## src/logic/fprint_pkg.sv

```systemverilog
package fprint_pkg;

	// fingerprint geometry
	localparam int CRC_WIDTH  = 16;
	localparam int NUM_TASKS  = 4;                 // also the pause mask width
	localparam int TASK_WIDTH = 2;

	typedef logic [CRC_WIDTH-1:0]  crc_t;
	typedef logic [TASK_WIDTH-1:0] task_t;

	localparam crc_t CRC_POLY = 16'h1021;          // ccitt generator
	localparam crc_t CRC_INIT = 16'hFFFF;          // reset and clear value

	// saved context, task id in the upper bits
	typedef struct packed {
		task_t task_id;
		crc_t  crc;
	} context_t;

	// one byte of crc, msb first, bitwise shift register form
	function automatic crc_t crc_next_byte(input crc_t crc, input logic [7:0] data);
		crc_t c;
		c = crc ^ (crc_t'(data) << (CRC_WIDTH - 8));   // byte lines up with the top bits
		for (int i = 0; i < 8; i++) begin
			if (c[CRC_WIDTH-1])
				c = (c << 1) ^ CRC_POLY;
			else
				c = c << 1;
		end
		return c;
	endfunction

endpackage

```

## src/logic/context_if.sv

```systemverilog
interface context_if import fprint_pkg::*; #(
	parameter type entry_t = context_t
);

	logic   push;       // write strobe from the engine
	entry_t push_data;  // context being saved
	logic   pop;        // remove top entry, from the controller
	entry_t top_data;   // valid while empty_n is high
	logic   empty_n;    // stack holds at least one entry

	// the lifo itself
	modport stack (
		input  push,
		input  push_data,
		input  pop,
		output top_data,
		output empty_n
	);

	// crc engine saves and restores through here
	modport saver (
		output push,
		output push_data,
		input  top_data
	);

	modport ctrl (
		output pop,
		input  empty_n,
		input  top_data
	);

endinterface

```

## src/logic/context_stack.sv

```systemverilog
module context_stack #(
	parameter int  DEPTH   = 4,
	parameter type entry_t = logic [7:0]
) (
	input  logic     clk,
	input  logic     rst,
	context_if.stack ctx
);

	localparam int PTR_W = $clog2(DEPTH + 1);              // counts 0..DEPTH
	localparam int IDX_W = (DEPTH > 1) ? $clog2(DEPTH) : 1;

	entry_t             mem [DEPTH];   // saved contexts, no reset needed
	logic [PTR_W-1:0]   ptr;           // number of live entries
	logic [IDX_W-1:0]   top_idx;
	logic               full;
	logic               push_ok;
	logic               pop_ok;

	assign full    = (ptr == PTR_W'(DEPTH));
	assign push_ok = ctx.push & ~full;         // push to a full stack is dropped
	assign pop_ok  = ctx.pop & ctx.empty_n;
	// entry just below the pointer, held at 0 when empty
	assign top_idx = (ptr == '0) ? '0 : IDX_W'(ptr - 1'b1);

	always_ff @(posedge clk or posedge rst) begin
		if (rst) begin
			ptr <= '0;
		end else begin
			case ({push_ok, pop_ok})
				2'b10:   ptr <= ptr + 1'b1;
				2'b01:   ptr <= ptr - 1'b1;
				default: ptr <= ptr;    // both or neither leaves depth as is
			endcase
		end
	end

	// storage write
	always_ff @(posedge clk) begin
		if (push_ok && pop_ok)
			mem[top_idx] <= ctx.push_data;              // replace top in place
		else if (push_ok)
			mem[IDX_W'(ptr)] <= ctx.push_data;
	end

	assign ctx.top_data = mem[top_idx];
	assign ctx.empty_n  = (ptr != '0);

	// overflow is not recovered, a lost context shows up here
	a_no_push_full: assert property (@(posedge clk) disable iff (rst)
		ctx.push |-> !full);

	a_no_pop_empty: assert property (@(posedge clk) disable iff (rst)
		ctx.pop |-> ctx.empty_n);

endmodule

```

## src/logic/crc_engine.sv

```systemverilog
module crc_engine import fprint_pkg::*; (
	input  logic       clk,
	input  logic       rst,
	input  logic       fprint_enable,
	input  logic       data_valid,
	input  logic [7:0] data_in,
	input  logic       task_load,
	input  task_t      task_in,
	input  logic       pause_store,
	input  logic       pause_reset,
	input  logic       unpause_load,
	output crc_t       crc_out,
	output task_t      task_out,
	context_if.saver   ctx
);

	crc_t  crc_q;       // running fingerprint
	task_t task_q;      // owner of the running fingerprint
	logic  pulse_busy;
	logic  byte_take;
	logic  task_take;

	// any controller pulse freezes the datapath for that cycle
	assign pulse_busy = pause_store | pause_reset | unpause_load;
	assign byte_take  = data_valid & fprint_enable & ~pulse_busy;
	assign task_take  = task_load & ~pulse_busy;

	always_ff @(posedge clk or posedge rst) begin
		if (rst) begin
			crc_q  <= CRC_INIT;
			task_q <= '0;
		end else if (pause_reset) begin
			crc_q <= CRC_INIT;                     // free the engine for the next task
		end else if (unpause_load) begin
			crc_q  <= ctx.top_data.crc;            // restore saved context
			task_q <= ctx.top_data.task_id;
		end else if (task_take) begin
			crc_q  <= CRC_INIT;                    // new task starts a fresh fingerprint
			task_q <= task_in;
		end else if (byte_take) begin
			crc_q <= crc_next_byte(crc_q, data_in);
		end
	end

	// context push, written by the stack on this same edge
	assign ctx.push      = pause_store;
	assign ctx.push_data = {task_q, crc_q};

	assign crc_out  = crc_q;
	assign task_out = task_q;

endmodule

```

## src/logic/fprint_top.sv

```systemverilog
module fprint_top import fprint_pkg::*; #(
	parameter int STACK_DEPTH = 4
) (
	input  logic                 clk,
	input  logic                 rst,
	input  logic                 fprint_enable,
	input  logic                 data_valid,
	input  logic [7:0]           data_in,
	input  logic                 task_load,
	input  task_t                task_in,
	input  logic                 pause_reg,
	input  logic                 unpause_reg,
	input  logic [NUM_TASKS-1:0] pause_task_reg,
	output logic                 waitrequest,
	output crc_t                 crc_out,
	output task_t                task_out,
	output logic                 stack_empty_n
);

	logic pause_store;
	logic pause_reset;
	logic unpause_load;
	logic unpause_setfsm;
	logic engine_valid;

	context_if #(.entry_t(context_t)) ctx_bus ();

	// bytes during the pop and release cycles are dropped as well
	assign engine_valid = data_valid & ~waitrequest & ~unpause_setfsm;

	pause_ctrl u_ctrl (
		.clk            (clk),
		.rst            (rst),
		.pause_reg      (pause_reg),
		.unpause_reg    (unpause_reg),
		.fprint_enable  (fprint_enable),
		.pause_task_reg (pause_task_reg),
		.pause_store    (pause_store),
		.pause_reset    (pause_reset),
		.unpause_load   (unpause_load),
		.unpause_setfsm (unpause_setfsm),
		.waitrequest    (waitrequest),
		.ctx            (ctx_bus.ctrl)
	);

	crc_engine u_engine (
		.clk           (clk),
		.rst           (rst),
		.fprint_enable (fprint_enable),
		.data_valid    (engine_valid),
		.data_in       (data_in),
		.task_load     (task_load),
		.task_in       (task_in),
		.pause_store   (pause_store),
		.pause_reset   (pause_reset),
		.unpause_load  (unpause_load),
		.crc_out       (crc_out),
		.task_out      (task_out),
		.ctx           (ctx_bus.saver)
	);

	context_stack #(
		.DEPTH   (STACK_DEPTH),
		.entry_t (context_t)
	) u_stack (
		.clk (clk),
		.rst (rst),
		.ctx (ctx_bus.stack)
	);

	assign stack_empty_n = ctx_bus.empty_n;   // status for the host side

endmodule

```

## src/logic/pause_ctrl.sv

```systemverilog
module pause_ctrl import fprint_pkg::*; (
	input  logic                 clk,
	input  logic                 rst,
	input  logic                 pause_reg,
	input  logic                 unpause_reg,
	input  logic                 fprint_enable,
	input  logic [NUM_TASKS-1:0] pause_task_reg,
	output logic                 pause_store,
	output logic                 pause_reset,
	output logic                 unpause_load,
	output logic                 unpause_setfsm,
	output logic                 waitrequest,
	context_if.ctrl              ctx
);

	typedef enum logic [1:0] {
		P_IDLE,
		P_STORE,
		P_RESET,
		P_RELEASE
	} pause_state_t;

	typedef enum logic [1:0] {
		U_IDLE,
		U_LOAD,
		U_SETFSM,
		U_RELEASE
	} unpause_state_t;

	pause_state_t   pause_state;
	unpause_state_t unpause_state;
	logic           unpause_go;

	// top task still masked means its context must stay on the stack
	assign unpause_go = unpause_reg & ctx.empty_n & ~pause_task_reg[ctx.top_data.task_id];

	// pause loop, strobes ignored unless idle
	always_ff @(posedge clk or posedge rst) begin
		if (rst) begin
			pause_state <= P_IDLE;
		end else begin
			case (pause_state)
				P_IDLE:    pause_state <= (pause_reg & fprint_enable) ? P_STORE : P_IDLE;
				P_STORE:   pause_state <= P_RESET;   // push happens here
				P_RESET:   pause_state <= P_RELEASE; // accumulator cleared
				P_RELEASE: pause_state <= P_IDLE;
				default:   pause_state <= P_IDLE;
			endcase
		end
	end

	// unpause loop, load first, then pop
	always_ff @(posedge clk or posedge rst) begin
		if (rst) begin
			unpause_state <= U_IDLE;
		end else begin
			case (unpause_state)
				U_IDLE:    unpause_state <= unpause_go ? U_LOAD : U_IDLE;
				U_LOAD:    unpause_state <= U_SETFSM;
				U_SETFSM:  unpause_state <= U_RELEASE;
				U_RELEASE: unpause_state <= U_IDLE;
				default:   unpause_state <= U_IDLE;
			endcase
		end
	end

	assign pause_store    = (pause_state == P_STORE);
	assign pause_reset    = (pause_state == P_RESET);
	assign unpause_load   = (unpause_state == U_LOAD);
	assign unpause_setfsm = (unpause_state == U_SETFSM);
	assign waitrequest    = (pause_state == P_RELEASE) | (unpause_state == U_RELEASE);
	assign ctx.pop        = unpause_setfsm;   // pop once the engine has the context

	// a save and a restore in the same cycle would fight over the engine registers
	a_no_store_load: assert property (@(posedge clk) disable iff (rst)
		!(pause_store && unpause_load));

	// the stack was checked non-empty two cycles before, nothing may drain it since
	a_pop_nonempty: assert property (@(posedge clk) disable iff (rst)
		unpause_setfsm |-> ctx.empty_n);

endmodule

```

## config.mk

```make
export PLATFORM = sky130hd
export DESIGN_NAME = fprint_top
export DESIGN_NICKNAME = d
export VERILOG_FILES = /design/src/logic/fprint_pkg.sv /design/src/logic/context_if.sv /design/src/logic/context_stack.sv /design/src/logic/crc_engine.sv /design/src/logic/fprint_top.sv /design/src/logic/pause_ctrl.sv
export SDC_FILE = /design/constraint.sdc
export NUM_CORES = 1
export LEC_CHECK = 0
export BUFFER_PORTS_ARGS = -buffer_cell sky130_fd_sc_hd__buf_2
export CORE_MARGIN = 2
export CORE_UTILIZATION = 40
export CTS_BUF_LIST = sky130_fd_sc_hd__clkbuf_16
export CTS_CLUSTER_SIZE = 10
export DETAILED_ROUTE_END_ITERATION = 6
export HOLD_SLACK_MARGIN = 0.15
export PLACE_DENSITY = 0.69
export SYNTH_ARGS = -nofsm -noshare
export SYNTH_HDL_FRONTEND = slang
export SYNTH_SLANG_ARGS = --single-unit
export TNS_END_PERCENT = 100
```

## constraint.sdc

```tcl
create_clock -name clk -period 3.5 [get_ports clk]
set_clock_uncertainty 0.15 [all_clocks]
set_input_delay 0 -clock clk [delete_from_list [all_inputs] [get_ports clk]]
set_output_delay 0 -clock clk [all_outputs]
set_load 0.03 [all_outputs]
```

==> results of run 1 <==
==> per-layer routing <==
layer | wire length (um) | GRT usage (%)
met5 | 0 | 0
met3 | 405 | 3.586
met4 | 155 | 5.220
met2 | 4538 | 27.05
met1 | 4116 | 21.57
==> power by group through the flow <==
stage	clock network (uW)	logic, uW	registers, uW
floorplan	0	1660	2170
global placement	0	2370	2040
detailed placement	0	2430	2060
CTS	910	2480	2040
global route	952	2710	2090
finish	892	2460	2030
==> registers in the layout, summed over array words and instances (netlist names) <==
signal                flops
u_stack.mem              72
u_ctrl.pause_state        2
u_engine.crc_out         16
u_ctrl.unpause_state      2
u_engine.task_out         2
u_stack.ptr               3
==> kinds of logic after synthesis <==
kind of cell | synth area share (%)
xor gates and xnor gates | 5.199
adders and majority gates | 4.284
and+or+nand+nor | 5.085
AOI/OAI and AO/OA | 10.71
muxes | 7.969
DFF | 64.10
buffers and inverters | 2.656
==> cell usage in the layout (no fill, tap or decap), types with 2 or more instances in the layout <==
| cell type | n |
|---|---|
| a21oi_1 | 13 |
| o21ai_0 | 14 |
| mux4_1 | 5 |
| nand2_1 | 30 |
| clkbuf_16 | 9 |
| mux2i_1 | 17 |
| clkinv_1 | 2 |
| nor2_1 | 11 |
| edfxtp_1 | 72 |
| buf_2 | 40 |
| ha_1 | 15 |
| nor3_1 | 2 |
| inv_6 | 2 |
| a211oi_1 | 8 |
| dfstp_2 | 16 |
| xor2_1 | 5 |
| a32oi_1 | 2 |
| o21a_1 | 8 |
| dfrtp_1 | 9 |
| buf_4 | 10 |
| inv_1 | 15 |
| a31oi_1 | 10 |
| nor2_2 | 2 |
| or2_2 | 2 |
| clkinvlp_4 | 2 |
| o22ai_1 | 16 |
| xnor2_1 | 21 |
| dlygate4sd3_1 | 17 |
==> cell usage after synthesis, types with 2 or more instances <==
library cell	instances	area share, %
a211oi_1	8	1.4
a21oi_1	13	1.5
a31oi_1	10	1.4
a32oi_1	2	0.40
buf_2	3	0.34
clkbuf_1	9	0.77
dfrtp_1	9	5.1
dfstp_2	16	9.6
edfxtp_1	72	49
ha_1	15	4.3
inv_1	15	1.3
mux2i_1	18	4.1
mux4_1	5	3.0
nand2_1	30	2.6
nor2_1	13	1.1
nor3_1	2	0.23
o21a_1	8	1.4
o21ai_0	14	1.6
o22ai_1	16	2.3
or2_2	2	0.29
xnor2_1	21	4.2
xor2_1	5	1.0
==> metrics by stage <==
step | util (%) | worst slack (ns) | hold WS (ns) | instances | area (sq um)
2_1_floorplan | - | 0.2206 | -0.1345 | 319 | 4385
4_1_cts | 48.58 | 0.3217 | 0.1515 | 529 | 5220
5_1_grt | 48.58 | 0.1513 | 0.1699 | 529 | 5220
6_report | 48.58 | 0.3342 | 0.1570 | 529 | 5220
3_5_place_dp | 44.48 | 0.7921 | 0.09868 | 496 | 4780
3_3_place_gp | 44.48 | 0.8884 | 0.08422 | 496 | 4780
==> worst max-delay path, cell delays in order, from the launching register on <==
cell and delay (ns):
dfrtp_1 0.43, inv_1 0.14, ha_1 0.27, ha_1 0.19, or2_2 0.35, mux4_1 0.66
mux2i_1 0.14, o32ai_1 0.20, dlygate4sd3_1 0.57
==> final cells by class <==
type | instances | share of cell area, %
flip-flops and latches | 97 | 53.79
multi-input cells | 194 | 28.07
repair buffers | 67 | 8.533
clock buffers | 9 | 4.314
well taps | 140 | 3.356
inverters | 15 | 1.079
clock inverters | 7 | 0.8629
==> worst min path at each step <==
stage,slack (ns),cells after the start,to,from
2_1_floorplan,-0.13,1,u_ctrl.pause_state[0],rst
3_3_place_gp,0.08,3,u_ctrl.pause_state[0],pause_reg
3_5_place_dp,0.1,3,u_ctrl.pause_state[0],pause_reg
4_1_cts,0.15,5,u_engine.crc_out[7],data_in[7]
5_1_grt,0.17,5,u_engine.crc_out[7],data_in[7]
6_report,0.16,5,u_engine.crc_out[7],data_in[7]
==> out/results.tsv, run 1 <==
stage	metric	value	unit
status	outcome	complete, no violations	
setup_path	rr_startpoint	u_stack.ptr[1]	
power	p_sw	2160	uW
placed_design	port_buffers	40	
clocking	clk_pin_slew	0.06	ns
setup_path	cp.arrival	3.29	ns
global_routing	grt_pass1_wl	14300	um
sta	setup_tns	0	ns
sta	rsz0062_at_grt	no	
sta	min_period	3.166	ns
route	vias_per_cell	5.132	
power	power.static_leakage	0.001950	uW
clocking	cts_buffer_depth	2	
job	drv_cap	0	
logic_synthesis	ys_types	35	
clocking	clock-sinks	97	
setup_path	crit_type	register to register	
logic_synthesis	ys_ff_latch	97	
clocking	insertion_delay	0.34	ns
logic_synthesis	ys_warn_count	0	
clocking	htreeDepth	3	
route	firstDrtPassIters	4	
die	rows	38	
layout	nNetsFinal	420	
layout	fillCellCount	948	
logic_synthesis	synth_area	4380	sq um
setup_path	path_max_fanout	15	
global_routing	track_usage	16.36	%
route	wirelength	9215	um
logic_synthesis	yosysSeqAreaShare	64.10	%
sta	tightest_slew	0.9858	ns
min_path	worstHoldPathType	input pin to register	
route	ant_nets	0	
die	die_area	11800	sq um
sta	period_share	90.45	%
die	die_h	108.6	um
layout	seq_area	2808	sq um
sta	setup_viol	0	
clocking	cts_tree	done	
route	wire_per_inst	17.42	um
global_routing	grt_pass1_vias	2681	
power	power.density	1032	nW/um^2
layout	area_growth	19.17	%
logic_synthesis	synth_edf_count	72	
setup_path	reg2reg_slack	0.33	ns
power	power.internal	3225	uW
clocking	cts.repair.resized	0	
power	sequentialPowerShare	37.7	%
power	pwr-share-comb	45.8	%
logic_synthesis	async_reset_ff_share	25.77	%
route	vias	2715	
power	swShare	40.12	%
power	total_power	5385	uW
logic_synthesis	syn_avg_cell_area	13.73	sq um
logic_synthesis	synthesis.nets	355	
global_routing	gr-total-overflow	0	
die	ios	41	
global_routing	grt_max_degree	26	
layout	final_layout_size_suffix_gt1_share	22.37	%
setup_path	r2r_cells	8	
placed_design	gp_congestion	0.8624	
setup_path	critPathRequiredTime	3.63	ns
clocking	cts-root-buf	clkbuf_16	
placed_design	dp_hpwl	6144	um
sta	slew_violations	0	
setup_path	endpoint	u_ctrl.unpause_state[0]	
clocking	cts_made_buffers	9	
power	vdd_drop_max	0.4125	mV
setup_path	crit-reg2reg-capture	u_ctrl.unpause_state[0]	
die	die_width	108.6	um
logic_synthesis	syn_inst	319	
clocking	hold_buffers	17	
sta	relSlewSlack	34.21	%
setup_path	worstSetupStartpoint	u_stack.ptr[1]	
power	clockPowerShare	16.6	%
logic_synthesis	synthFlopType	edfxtp_1	
die	start_util	40.77	%
global_routing	antenna_found_initial	0	
setup_path	start_kind	register	
clocking	post-cts-setup-buffers	0	
route	drc	0	
die	fp.coreArea	10750	sq um
layout	n_antenna_cell	0	
sta	clock.fmax	315.9	MHz
route	dr.first_iter.drc_count	190	
layout	multi_input_area	1465	sq um
setup_path	endpoint_kind	register	
sta	hold_viol	0	
No activity file was read; power rests on OpenSTA's default activity.
==> inputs of run 2 (changes only) <==
--- a/config.mk
+++ b/config.mk
@@ -6,13 +6,13 @@
 export NUM_CORES = 1
 export LEC_CHECK = 0
 export BUFFER_PORTS_ARGS = -buffer_cell sky130_fd_sc_hd__buf_2
-export CORE_MARGIN = 2
-export CORE_UTILIZATION = 40
+export CORE_MARGIN = 10
+export CORE_UTILIZATION = 30
 export CTS_BUF_LIST = sky130_fd_sc_hd__clkbuf_16
 export CTS_CLUSTER_SIZE = 10
 export DETAILED_ROUTE_END_ITERATION = 6
 export HOLD_SLACK_MARGIN = 0.15
-export PLACE_DENSITY = 0.69
+export PLACE_DENSITY = 0.55
 export SYNTH_ARGS = -nofsm -noshare
 export SYNTH_HDL_FRONTEND = slang
 export SYNTH_SLANG_ARGS = --single-unit
==> constraint.sdc (replaced) <==
create_clock -name clk -period 3.45 [get_ports clk]
set_clock_uncertainty 0.15 [all_clocks]
set_input_delay 0 -clock clk [delete_from_list [all_inputs] [get_ports clk]]
set_output_delay 0 -clock clk [all_outputs]
set_load 0.03 [all_outputs]
==> run 2 against run 1 <==
Net effect:
- sequential cell count unchanged
- clock power rose by 19%
- final area is 2.1% higher
- register-to-register slack lost 0.10 ns
- core utilization decreased by 12 points
- combinational power up 5%
- critical path type unchanged
- non-clock buffer count stayed put
- critical path depth did not move
- critical endpoint unchanged
- largest cell class unchanged
- setup slack lost 0.10 ns
- largest power group unchanged
==> out/results.tsv, run 2 (synthesis results as in run 1) <==
stage	metric	value	unit
route	firstDrtPassIters	6	
global_routing	track_usage	10.46	%
sta	period_share	93.34	%
min_path	worstHoldPathType	input pin to register	
clocking	cts-root-buf	clkbuf_16	
clocking	insertion_delay	0.35	ns
placed_design	port_buffers	40	
sta	rsz0062_at_grt	no	
layout	nNetsFinal	420	
status	outcome	complete, no violations	
route	vias	2761	
layout	layout_common_cells	edfxtp_1 (72), buf_2 (40), nand2_1 (30), xnor2_1 (21), dlygate4sd3_1 (18)	
setup_path	crit_type	register to register	
setup_path	rr_startpoint	u_stack.ptr[1]	
layout	seq_area	2808	sq um
clocking	cts_tree	done	
layout	largest_reg_flops	72	
min_path	hold_depth	5	
job	drv_cap	0	
power	power.static_leakage	0.001970	uW
clocking	post-cts-setup-buffers	0	
power	vdd_drop_max	0.3839	mV
setup_path	r2r_cells	8	
layout	area_growth	21.65	%
die	ios	41	
route	drc	0	
sta	setup_tns	0	ns
setup_path	reg2reg_slack	0.23	ns
global_routing	grt_max_degree	26	
die	die_area	19830	sq um
setup_path	path_max_fanout	11	
global_routing	grt_pass1_vias	2896	
layout	regMostFlops	u_stack.mem	
clocking	clock-sinks	97	
sta	min_period	3.220	ns
sta	clock.fmax	310.5	MHz
route	dr.first_iter.drc_count	141	
layout	fin_util	36.94	%
global_routing	antenna_found_initial	0	
sta	hold_viol	0	
clocking	clk_pin_slew	0.07	ns
global_routing	gr-total-overflow	0	
die	die_h	140.8	um
sta	relSlewSlack	29.94	%
sta	setup_viol	0	
clocking	cts_made_buffers	9	
layout	final_common_cell	edfxtp_1	
die	fp.coreArea	14420	sq um
setup_path	cp.arrival	3.36	ns
layout	fillCellCount	1405	
route	wire_per_inst	17.59	um
setup_path	start_kind	register	
min_path	hold_path_end	u_engine.crc_out[6]	
die	start_util	30.37	%
route	vias_per_cell	4.818	
sta	slew_violations	0	
layout	n_antenna_cell	0	
placed_design	dp_hpwl	6768	um
sta	tightest_slew	1.050	ns
route	ant_nets	0	
route	wirelength	10080	um
layout	multi_input_area	1468	sq um
placed_design	gp_congestion	0.7610	
clocking	cts_buffer_depth	2	
global_routing	grt_pass1_wl	16370	um
setup_path	critPathRequiredTime	3.59	ns
clocking	htreeDepth	3	
setup_path	endpoint_kind	register	
die	rows	44	
min_path	worstHoldStart	data_in[6]	
setup_path	crit-reg2reg-capture	u_ctrl.unpause_state[0]	
die	die_width	140.8	um
layout	final_layout_size_suffix_gt1_share	22.62	%
power	power.density	1069	nW/um^2
[run 2: area by class of cell]
type	instances	share of cell area [%]
timing repair buffer	67	8.406
clock buffer	9	4.226
sequential	97	52.69
multi-input combinational	194	27.54
tap	184	4.320
clock inverter	7	1.761
inverter	15	1.057
[run 2: stage by stage]
| stage | setup WS [ns] | instance area [sq um] | std cells | hold slack (ns) | power [uW] |
|---|---|---|---|---|---|
| after floorplan | 0.1706 | 4385 | 319 | -0.1345 | 3878 |
| after global placement | 0.5650 | 4827 | 539 | 0.1005 | 4577 |
| after detailed placement | 0.4625 | 4827 | 539 | 0.1019 | 4631 |
| after CTS | 0.1036 | 5326 | 573 | 0.1965 | 5749 |
| after global routing | 0.02158 | 5329 | 573 | 0.2582 | 6095 |
| final | 0.2299 | 5329 | 573 | 0.1890 | 5699 |
[run 2: metal layers]
| metal | global-route usage (%) | part of all wire, % | up-vias |
|---|---|---|---|
| met5 | 0 | 0 | - |
| met4 | 4.348 | 2.1 | 0 |
| met3 | 2.150 | 3.1 | 15 |
| met2 | 16.70 | 49 | 45 |
| met1 | 13.48 | 46 | 1378 |
| li1 | - | - | 1323 |
[run 2: repair_timing]
action	in CTS	in global routing
hold buffers	18	0
gates resized for setup	0	1
endpoints found under the setup margin	0	1
endpoints found under the hold margin	27	0
[run 2: worst max-delay path, stage by stage, from the launching register on]
cell           delay [ns]
dfrtp_1              0.42
inv_1                0.14
ha_1                 0.28
ha_2                 0.36
or2_2                0.23
mux4_1               0.63
mux2i_1              0.16
o32ai_1              0.22
dlygate4sd3_1        0.58
[run 2: report_power, final]
part           switching, uW  total (uW)  internal, uW
combinational           1580        2580          1010
sequential               273        2060          1780
clock                    424        1060           635
total                   2270        5700          3430
[run 2: worst max-delay path by stage]
stage,startpoint,end,slack (ns),cells past startpoint
finish,u_stack.ptr[1],u_ctrl.unpause_state[0],0.23,8
global route,u_stack.ptr[1],u_ctrl.unpause_state[0],0.02,8
CTS,u_stack.ptr[1],u_ctrl.unpause_state[0],0.10,8
detailed placement,u_stack.ptr[1],u_engine.crc_out[2],0.46,8
global placement,u_stack.ptr[1],u_engine.crc_out[2],0.56,8
floorplan,u_stack.ptr[0],u_stack.mem[2][0],0.17,10
